<file path="config.mk">
export PLATFORM = sky130hd
export DESIGN_NAME = mlp_tile
export DESIGN_NICKNAME = d
export VERILOG_FILES = /design/src/verilog/mlp_pkg.sv /design/src/verilog/activation_unit.sv /design/src/verilog/compute_engine.sv /design/src/verilog/mlp_tile.sv /design/src/verilog/systolic_mmu.sv /design/src/verilog/vector_fifo.sv
export SDC_FILE = /design/constraint.sdc
export NUM_CORES = 1
export LEC_CHECK = 0
export BUFFER_PORTS_ARGS = -buffer_cell sky130_fd_sc_hd__buf_4
export CORE_MARGIN = 2
export CORE_UTILIZATION = 58
export CTS_BUF_LIST = sky130_fd_sc_hd__clkbuf_8 sky130_fd_sc_hd__clkbuf_16
export DETAILED_ROUTE_END_ITERATION = 16
export GPL_TIMING_DRIVEN = 0
export HOLD_SLACK_MARGIN = 0.1
export PLACE_DENSITY = 0.82
export SLEW_MARGIN = 5
export SYNTH_ARGS = -nofsm -noshare
export SYNTH_HDL_FRONTEND = slang
export SYNTH_SLANG_ARGS = --single-unit
</file>
<file path="constraint.sdc">
create_clock -name clk -period 5.1 [get_ports clk]
set_input_delay 0.51 -clock clk [delete_from_list [all_inputs] [get_ports clk]]
set_output_delay 0.51 -clock clk [all_outputs]
set_load 0.02 [all_outputs]
</file>
<file path="src/verilog/mlp_pkg.sv">
package mlp_pkg;

    // Element widths
    localparam int ACT_W = 8;
    localparam int ACC_W = 32;
    localparam int RES_W = 16;

    // Cycles from an input-buffer pop to the output-buffer write
    localparam int MMU_LATENCY = 4;

    // int8 weight or input element
    typedef logic signed [ACT_W-1:0] act_t;

    // Column accumulation value
    typedef logic signed [ACC_W-1:0] acc_t;

    // Saturated result element
    typedef logic signed [RES_W-1:0] res_t;

    // Lane 0 sits in the low element
    typedef act_t [1:0] in_vec_t;
    typedef res_t [1:0] out_vec_t;

    typedef logic [3:0] shift_t;

    typedef enum logic {
        ACT_PASS = 1'b0,
        ACT_RELU = 1'b1
    } act_func_t;

endpackage

</file>
<file path="src/verilog/activation_unit.sv">
`timescale 1ns/1ps

module activation_unit
    import mlp_pkg::*;
(
    input  logic       clk,
    input  logic       reset,
    input  logic       in_valid,
    input  acc_t [1:0] col_sum,
    input  act_func_t  act_func,
    input  shift_t     out_shift,
    output logic       out_valid,
    output out_vec_t   out_data
);

    localparam acc_t RES_MAX = 32'sd32767;
    localparam acc_t RES_MIN = -32'sd32768;

    // Rectify, scale down, then clamp into int16
    function automatic res_t shape(input acc_t sum, input act_func_t func, input shift_t sh);
        acc_t rect;
        acc_t scaled;
        rect   = (func == ACT_RELU && sum < 0) ? '0 : sum;
        scaled = rect >>> sh;
        if (scaled > RES_MAX) begin
            return res_t'(RES_MAX);
        end else if (scaled < RES_MIN) begin
            return res_t'(RES_MIN);
        end
        return res_t'(scaled);
    endfunction

    always_ff @(posedge clk) begin
        for (int c = 0; c < 2; c++) begin
            out_data[c] <= shape(col_sum[c], act_func, out_shift);
        end
    end

    always_ff @(posedge clk) begin
        if (reset) begin
            out_valid <= 1'b0;
        end else begin
            out_valid <= in_valid;
        end
    end

endmodule

</file>
<file path="src/verilog/compute_engine.sv">
`timescale 1ns/1ps

module compute_engine
    import mlp_pkg::*;
#(
    parameter int DEPTH = 4
) (
    input  logic                       clk,
    input  logic                       reset,
    input  logic                       vec_valid,
    input  in_vec_t                    vec_data,
    output logic                       vec_ready,
    input  logic [$clog2(DEPTH+1)-1:0] out_count,
    output logic                       res_valid,
    output out_vec_t                   res_data,
    input  logic                       wt_valid,
    input  logic                       wt_row,
    input  logic                       wt_col,
    input  act_t                       wt_data,
    input  act_func_t                  act_func,
    input  shift_t                     out_shift,
    output logic                       busy
);

    logic                               issue;
    logic [$clog2(MMU_LATENCY+1)-1:0]   in_flight;
    acc_t [1:0]                         col_sum;
    logic                               sum_valid;

    // Only issue when the output buffer is sure to have room on arrival
    assign vec_ready = (int'(out_count) + int'(in_flight)) < DEPTH;
    assign issue     = vec_valid && vec_ready;
    assign busy      = (in_flight != '0);

    always_ff @(posedge clk) begin
        if (reset) begin
            in_flight <= '0;
        end else if (issue && !res_valid) begin
            in_flight <= in_flight + 1'b1;
        end else if (!issue && res_valid) begin
            in_flight <= in_flight - 1'b1;
        end
    end

    systolic_mmu u_mmu (
        .clk       (clk),
        .reset     (reset),
        .wt_valid  (wt_valid),
        .wt_row    (wt_row),
        .wt_col    (wt_col),
        .wt_data   (wt_data),
        .issue     (issue),
        .vec_in    (vec_data),
        .col_sum   (col_sum),
        .sum_valid (sum_valid)
    );

    activation_unit u_act (
        .clk       (clk),
        .reset     (reset),
        .in_valid  (sum_valid),
        .col_sum   (col_sum),
        .act_func  (act_func),
        .out_shift (out_shift),
        .out_valid (res_valid),
        .out_data  (res_data)
    );

endmodule

</file>
<file path="src/verilog/mlp_tile.sv">
`timescale 1ns/1ps

module mlp_tile
    import mlp_pkg::*;
#(
    parameter int DEPTH = 4
) (
    input  logic      clk,
    input  logic      reset,
    // Weight writes
    input  logic      wt_valid,
    input  logic      wt_row,
    input  logic      wt_col,
    input  act_t      wt_data,
    // Static configuration
    input  act_func_t act_func,
    input  shift_t    out_shift,
    // Input vector stream
    input  logic      in_valid,
    output logic      in_ready,
    input  in_vec_t   in_data,
    // Result stream
    output logic      out_valid,
    input  logic      out_ready,
    output out_vec_t  out_data,
    output logic      busy
);

    logic                        rd_valid;
    logic                        rd_ready;
    in_vec_t                     rd_data;
    logic [$clog2(DEPTH+1)-1:0]  in_count;
    logic                        wr_valid;
    out_vec_t                    wr_data;
    logic [$clog2(DEPTH+1)-1:0]  out_count;
    logic                        engine_busy;

    assign busy = (in_count != '0) || (out_count != '0) || engine_busy;

    vector_fifo #(.DEPTH(DEPTH), .payload_t(in_vec_t)) in_buf (
        .clk      (clk),
        .reset    (reset),
        .wr_valid (in_valid),
        .wr_data  (in_data),
        .wr_ready (in_ready),
        .rd_valid (rd_valid),
        .rd_data  (rd_data),
        .rd_ready (rd_ready),
        .count    (in_count)
    );

    compute_engine #(.DEPTH(DEPTH)) u_engine (
        .clk       (clk),
        .reset     (reset),
        .vec_valid (rd_valid),
        .vec_data  (rd_data),
        .vec_ready (rd_ready),
        .out_count (out_count),
        .res_valid (wr_valid),
        .res_data  (wr_data),
        .wt_valid  (wt_valid),
        .wt_row    (wt_row),
        .wt_col    (wt_col),
        .wt_data   (wt_data),
        .act_func  (act_func),
        .out_shift (out_shift),
        .busy      (engine_busy)
    );

    // Engine credit guarantees room, so wr_ready goes unused
    vector_fifo #(.DEPTH(DEPTH), .payload_t(out_vec_t)) out_buf (
        .clk      (clk),
        .reset    (reset),
        .wr_valid (wr_valid),
        .wr_data  (wr_data),
        .wr_ready (),
        .rd_valid (out_valid),
        .rd_data  (out_data),
        .rd_ready (out_ready),
        .count    (out_count)
    );

endmodule

</file>
<file path="src/verilog/systolic_mmu.sv">
`timescale 1ns/1ps

module systolic_mmu
    import mlp_pkg::*;
(
    input  logic       clk,
    input  logic       reset,
    input  logic       wt_valid,
    input  logic       wt_row,
    input  logic       wt_col,
    input  act_t       wt_data,
    input  logic       issue,
    input  in_vec_t    vec_in,
    output acc_t [1:0] col_sum,
    output logic       sum_valid
);

    // Stationary weights, indexed [row][col]
    act_t weight [2][2];

    // Stage 1: row-0 products and the row-1 skew register
    acc_t [1:0] row0_prod;
    act_t       row1_skew;
    logic       s1_valid;

    // Stage 2: partial sums passing down plus row-1 products
    acc_t [1:0] pass_sum;
    acc_t [1:0] row1_prod;
    logic       s2_valid;

    always_ff @(posedge clk) begin
        if (reset) begin
            for (int r = 0; r < 2; r++) begin
                for (int c = 0; c < 2; c++) begin
                    weight[r][c] <= '0;
                end
            end
        end else if (wt_valid) begin
            weight[wt_row][wt_col] <= wt_data;
        end
    end

    // Products and partial sums move one stage per clock
    always_ff @(posedge clk) begin
        for (int c = 0; c < 2; c++) begin
            row0_prod[c] <= vec_in[0] * weight[0][c];
            pass_sum[c]  <= row0_prod[c];
            row1_prod[c] <= row1_skew * weight[1][c];
            col_sum[c]   <= pass_sum[c] + row1_prod[c];
        end
        // Row-1 lane enters one cycle behind row 0
        if (issue) begin
            row1_skew <= vec_in[1];
        end
    end

    always_ff @(posedge clk) begin
        if (reset) begin
            s1_valid  <= 1'b0;
            s2_valid  <= 1'b0;
            sum_valid <= 1'b0;
        end else begin
            s1_valid  <= issue;
            s2_valid  <= s1_valid;
            sum_valid <= s2_valid;
        end
    end

endmodule

</file>
<file path="src/verilog/vector_fifo.sv">
`timescale 1ns/1ps

module vector_fifo #(
    parameter int  DEPTH     = 4,
    parameter type payload_t = logic [15:0]
) (
    input  logic                         clk,
    input  logic                         reset,
    input  logic                         wr_valid,
    input  payload_t                     wr_data,
    output logic                         wr_ready,
    output logic                         rd_valid,
    output payload_t                     rd_data,
    input  logic                         rd_ready,
    output logic [$clog2(DEPTH+1)-1:0]   count
);

    localparam int AW = (DEPTH > 1) ? $clog2(DEPTH) : 1;

    payload_t      mem [DEPTH];
    logic [AW-1:0] wr_ptr;
    logic [AW-1:0] rd_ptr;
    logic          push;
    logic          pop;

    // Pointer advance with wrap for any DEPTH
    function automatic logic [AW-1:0] bump(input logic [AW-1:0] ptr);
        return (ptr == AW'(DEPTH - 1)) ? '0 : ptr + 1'b1;
    endfunction

    // A full buffer still takes a write when it is popped in the same cycle
    assign wr_ready = (count < DEPTH) || rd_ready;
    assign rd_valid = (count != '0);
    assign rd_data  = mem[rd_ptr];

    assign push = wr_valid && wr_ready;
    assign pop  = rd_valid && rd_ready;

    always_ff @(posedge clk) begin
        if (push) begin
            mem[wr_ptr] <= wr_data;
        end
    end

    always_ff @(posedge clk) begin
        if (reset) begin
            wr_ptr <= '0;
            rd_ptr <= '0;
            count  <= '0;
        end else begin
            if (push) begin
                wr_ptr <= bump(wr_ptr);
            end
            if (pop) begin
                rd_ptr <= bump(rd_ptr);
            end
            case ({push, pop})
                2'b10:   count <= count + 1'b1;
                2'b01:   count <= count - 1'b1;
                default: count <= count;
            endcase
        end
    end

endmodule
</file>
==> results.toml, run 1 <==
[status]
outcome = "finished, final reports clean"

[grt]
grt_pass1_vias = 17700
grt_start_max_net_pins = 33
grt.total_usage = 0.254
antenna_found_initial = 1
grt_pass1_wl_um = 92700
gr-total-overflow = 0

[critical_path]
timing.reg2reg.setup_slack_ns = 0.04
worst_setup_path_start_kind = "flip-flop"
critPathKind = "reg2reg"
arrival_ns = 5.56
critPathSlowestCell = "mux4_2"
path_max_fanout = 4
path_cells = "buf_6 -> buf_12 -> mux4_2 -> buf_6 -> buf_6 -> buf_4 -> and2_4 -> fa_1 -> fa_1 -> fa_1 -> inv_2 -> fa_1 -> inv_2 -> ha_4 -> buf_6 -> a21oi_2 -> o21ai_2 -> a21oi_2 -> o21ai_2 -> o22ai_2 -> xnor2_1"
path_buf_inv = 8
cp_top_family = "adder cells"
crit_required_ns = 5.60
cp_slowest_stage_delay_ns = 0.58
crit_path_end_kind = "flip-flop"

[routing]
routedWlPerCell_um = 19.2
drt-initial-drc-count = 979
num_vias = 16800
antenna_left = 0
dr.pass1.iters = 5
routed_wl_um = 58100
drc = 0
viasPerCell = 5.56

[floorplanning]
die_w_um = 216
core-area_mm2 = 0.0443
rows = 77
dieArea_mm2 = 0.0467
start_util = 0.588
io_pins = 71
die_h_um = 216

[synth]
yosys.cell_count.top_type = "inv_1"
synth_fp_nets = 2656
seq_area_frac_synth = 0.411
synth_top_area_share = 0.267
ys_ff_latch = 419
netlist_top_cells_count = "inv_1, edfxtp_1, fa_1"
ys_types = 71
avgSynthCellArea_um2 = 11.7
yosysTopAreaCell = "edfxtp_1"
ys_warn_count = 0
synthArstFlopShare = 0
synth-main-ff-cell = "edfxtp_1"
syn_inst = 2232
syn_area_mm2 = 0.0261
ys_top_cells_by_area = "edfxtp_1, fa_1, dfxtp_1, ha_1, and2_1"
synth_edf_count = 232

[clock_tree]
clk_pin_slew_ns = 0.06
root_buffer = "clkbuf_16"
htree_num_levels = 2
clk_path_buf_depth = 3
cts_inserted_buffers = 44
cts_num_sinks = 419
cts_tree = "yes"
clkLatencyLatePin_ns = 0.58

[sta]
post-route-min-period_ns = 5.06
relSlewSlack = 0.183
tightest_slew_ns = 1.22
post-route-period-util = 0.992
fmax_mhz = 198
setup_tns_ns = 0
fin_skew_ns = 0.0253
report.final.setup_viol = 0
grt_setup_unrepaired = "yes"
slew_violations = 0
hold_viol = 0

[min_path]
hold_path.class = "in2reg"

[layout]
fill_cells = 3114
drive_above_1_share = 0.164
fin_nets = 2820
seqCellArea_mm2 = 0.0107
multi_input_area_mm2 = 0.0142
stdcell_area_mm2 = 0.0298
syn_to_final_growth_pct = 14.4

[placed_design]
dp_hpwl_um = 42600
io_buffers = 66
post_dp_cell_area_mm2 = 0.0273
gp_congestion = 0.891

[flow_run]
cap_violations = 0
## cell type report
class / instances / share of cell area
Multi-Input combinational cell: 1400 / 0.475
Clock buffer: 51 / 0.0405
Inverter: 350 / 0.0441
Clock inverter: 31 / 0.0127
Antenna cell: 1 / 0.0000839
Timing Repair Buffer: 120 / 0.0315
Tap cell: 592 / 0.0248
Buffer: 61 / 0.0120
Sequential cell: 419 / 0.359
## cell families after synthesis
kind of cell / count (synthesis) / synth area share
flops: 419 / 0.411
xor+xnor: 95 / 0.0319
mux: 94 / 0.0632
buf+inv: 413 / 0.0615
compound gates: 266 / 0.0667
simple gates: 550 / 0.112
fa+ha+maj: 395 / 0.254
## placed cells by master (no fill, tap or decap), types with 12 or more instances in the layout
master | netlist | final
a21o_1 | 13 | 13
buf_4 | 2 | 113
edfxtp_1 | 232 | 232
mux2i_1 | 24 | 24
a21oi_1 | 81 | 77
nand2_1 | 115 | 112
and2_1 | 219 | 204
inv_2 | 1 | 18
mux4_2 | 55 | 55
inv_1 | 349 | 338
o21ai_1 | 16 | 15
xor2_1 | 23 | 23
nor3_1 | 22 | 22
nand3_1 | 20 | 20
buf_6 | 2 | 12
nand2b_1 | 22 | 21
o211ai_1 | 17 | 17
mux2_2 | 13 | 13
ha_1 | 163 | 146
buf_2 | 16 | 13
fa_1 | 225 | 219
xnor2_1 | 72 | 71
clkbuf_16 | 0 | 45
dfxtp_1 | 187 | 185
nor2_1 | 77 | 76
ha_4 | 0 | 13
a211oi_1 | 21 | 20
clkbuf_1 | 38 | 25
o21a_1 | 14 | 14
o21ai_0 | 33 | 28
nor2b_1 | 37 | 33
## through the flow
stage / worst slack (ns) / cells / hold WS, ns / util
global placement: -0.592 / 2890 / 0.311 / 0.616
finish: 0.0429 / 3025 / 0.127 / 0.673
CTS: -0.00850 / 3002 / 0.102 / 0.665
global route: -0.114 / 3024 / 0.113 / 0.673
detailed placement: -0.677 / 2890 / 0.312 / 0.617
floorplan: 0.00241 / 2232 / 0.310 / -
## registers in the layout, indices dropped and copies added (netlist names), 32 cells and up, named ones only
name                      flops
out_buf.mem                 128
in_buf.mem                   64
u_engine.u_mmu.col_sum       34
u_engine.u_act.out_data      32
u_engine.u_mmu.pass_sum      32
u_engine.u_mmu.row0_prod     32
u_engine.u_mmu.row1_prod     32
u_engine.u_mmu.weight        32
## repair_timing
item                                    CTS  global route
gates resized for setup                  81            55
buffers inserted                         30            22
hold buffers                              2             0
endpoints found under the hold margin     8             0
endpoints found under the setup margin   16            14
pin swaps                                33            36
## path summary, 6_finish.rpt
| path | cells past startpoint | to | start |
|---|---|---|---|
| worst max-delay path | 21 | u_engine.u_mmu.row0_prod[47] | flip-flop |
| worst min-delay path | 1 | in_buf.mem[3][13] | in_data[13] |
| worst max register to register | 21 | u_engine.u_mmu.row0_prod[47] | flip-flop |
| worst min register to register | 0 | u_engine.u_mmu.pass_sum[4] | u_engine.u_mmu.row0_prod[4] |
## layer usage
metal | global-route usage | vias up | wire length, um
li1 | - | 7813 | -
met1 | 0.306 | 8439 | 22500
met3 | 0.0321 | 124 | 2520
met5 | 0 | - | 0
met2 | 0.463 | 442 | 30700
met4 | 0.104 | 0 | 2390
Power of run 1 is not shown: default switching activity piles up to over one toggle a cycle in this logic, so the estimate is an artifact.
==> run 2, diff against run 1 <==
CORE_UTILIZATION = 64   (was 58)
PLACE_DENSITY = 0.85   (was 0.82)
REMOVE_ABC_BUFFERS = 1   (was default)
clock period = 5.4 ns   (was 5.1 ns; I/O delays follow)
==> run 2 against run 1 <==
Via count fell by 2.1%; sequential share of layout area rose by 1.6 points; die area fell by 9.2%; hold slack improved by 0.031 ns; setup slack improved by 0.097 ns; clock skew barely moved.
==> results.toml, run 2 (synthesis results as in run 1) <==
[critical_path]
path_cells = "buf_4 -> buf_4 -> mux4_2 -> buf_6 -> nand2_1 -> fa_1 -> inv_1 -> fa_1 -> fa_1 -> inv_1 -> fa_1 -> inv_1 -> ha_1 -> o21ai_1 -> a21oi_1 -> o41a_1 -> or4_1 -> nand4_1"
worst_setup_path_start_kind = "flip-flop"
cp_slowest_stage_delay_ns = 0.63
path_max_fanout = 8
critPathKind = "reg2reg"
crit_required_ns = 5.90
critPathSlowestCell = "mux4_2"
crit_path_end_kind = "flip-flop"
arrival_ns = 5.76
cp_common_cell = "fa_1"
timing.reg2reg.setup_slack_ns = 0.14

[layout]
fin_nets = 2731
antennaDiodeCount = 0
syn_to_final_growth_pct = 9.72
largestRegisters = "out_buf.mem x128, in_buf.mem x64, u_engine.u_mmu.col_sum x34"
largest_register_ffs = 128
drive_above_1_share = 0.112
layout_commonest_cell = "inv_1"
top_register = "out_buf.mem"
fill_cells = 2579
final_cell_mix = "inv_1, edfxtp_1, fa_1"
layout.cells.non_filler = 2865

[grt]
gr-total-overflow = 0
grt_pass1_vias = 17300
grt.total_usage = 0.249
grt_start_max_net_pins = 52
grt_pass1_wl_um = 83400
antenna_found_initial = 0

[placed_design]
dp_hpwl_um = 36600
dp.cells = 2765
io_buffers = 70
gp_congestion = 0.910

[sta]
whs_ns = 0.158
slew_violations = 0
relSlewSlack = 0.374
post-route-min-period_ns = 5.26
post-route-period-util = 0.974
report.final.setup_viol = 0
fin_skew_ns = 0.0256
fmax_mhz = 190
tightest_slew_ns = 0.938
hold_viol = 0

[min_path]
hold_path.class = "in2reg"
min_from = "in_data[5]"

[routing]
num_vias = 16500
dr.pass1.iters = 5
viasPerCell = 5.75
routedWlPerCell_um = 18.2
antenna_left = 0
drt-initial-drc-count = 943
routed_wl_um = 52100
drc = 0

[clock_tree]
clk_path_buf_depth = 3
clk_pin_slew_ns = 0.06
cts_tree = "yes"
clkLatencyLatePin_ns = 0.57
root_buffer = "clkbuf_16"
cts_inserted_buffers = 42
cts_num_sinks = 419
htree_num_levels = 2
cts_hold_buf = 0

[floorplanning]
io_pins = 71
rows = 73
start_util = 0.652
core-area_mm2 = 0.0400
die_w_um = 206
die_h_um = 206
dieArea_mm2 = 0.0424

[status]
outcome = "finished, final reports clean"

[flow_run]
cap_violations = 0
==> run 2: cell types whose count changed in the layout (fill, tap and decap cells not counted), moves of 13 or more <==
cell | before | now
clkbuf_1 | 25 | 0
buf_4 | 113 | 90
buf_2 | 13 | 0
ha_1 | 146 | 162
inv_1 | 338 | 358
inv_2 | 18 | 2
==> run 2: critical path, delay by kind of cell, from the launching register on <==
| family | cells | cell delay, ns |
|---|---|---|
| buf+inv | 6 | 0.69 |
| compound gates | 3 | 0.60 |
| fa+ha+maj | 5 | 2.25 |
| flops | 1 | 0.42 |
| simple gates | 3 | 0.60 |
| mux | 1 | 0.63 |
==> run 2: layer usage <==
| metal | GRT usage | wire [um] | up-vias |
|---|---|---|---|
| met5 | 0 | 0 | - |
| met4 | 0.0890 | 1580 | 0 |
| met3 | 0.0426 | 2920 | 126 |
| met2 | 0.450 | 27100 | 581 |
| met1 | 0.299 | 20500 | 8136 |
| li1 | - | - | 7617 |
==> run 2: layout make-up <==
| type | instances | area (um2) | area share |
|---|---|---|---|
| timing repair buffer | 94 | 738 | 0.0258 |
| clock buffer | 49 | 1180 | 0.0413 |
| clock inverter | 28 | 189 | 0.00660 |
| inverter | 350 | 1310 | 0.0459 |
| tap | 525 | 657 | 0.0230 |
| sequential | 419 | 10700 | 0.375 |
| multi-input combinational | 1400 | 13800 | 0.483 |
==> run 2: final timing paths <==
check,endpoint,cells after the start
setup / recovery,u_engine.u_mmu.row0_prod[14],18
hold reg to reg,u_engine.u_mmu.pass_sum[3],0
setup reg to reg,u_engine.u_mmu.row0_prod[14],18
hold / removal,in_buf.mem[1][5],1
==> run 2: repair_timing <==
action                                  CTS  global route
endpoints found under the setup margin   12             7
gates resized for setup                   4            18
cloned                                    0             0
pin swaps                                 0             1
setup buffers                             4            19
==> run 2: stage by stage <==
stage               setup slack, ns  area (um2)  TNS, ns  utilization
floorplan                   -0.0272       25800  -0.0272            -
global placement             -0.634       27000    -4.46        0.674
detailed placement           -0.691       27000    -5.02        0.675
CTS                          0.0557       28400        0        0.710
global route                -0.0596       28600   -0.170        0.715
finish                        0.140       28600        0        0.715
Power of run 2 is left out for the same reason.
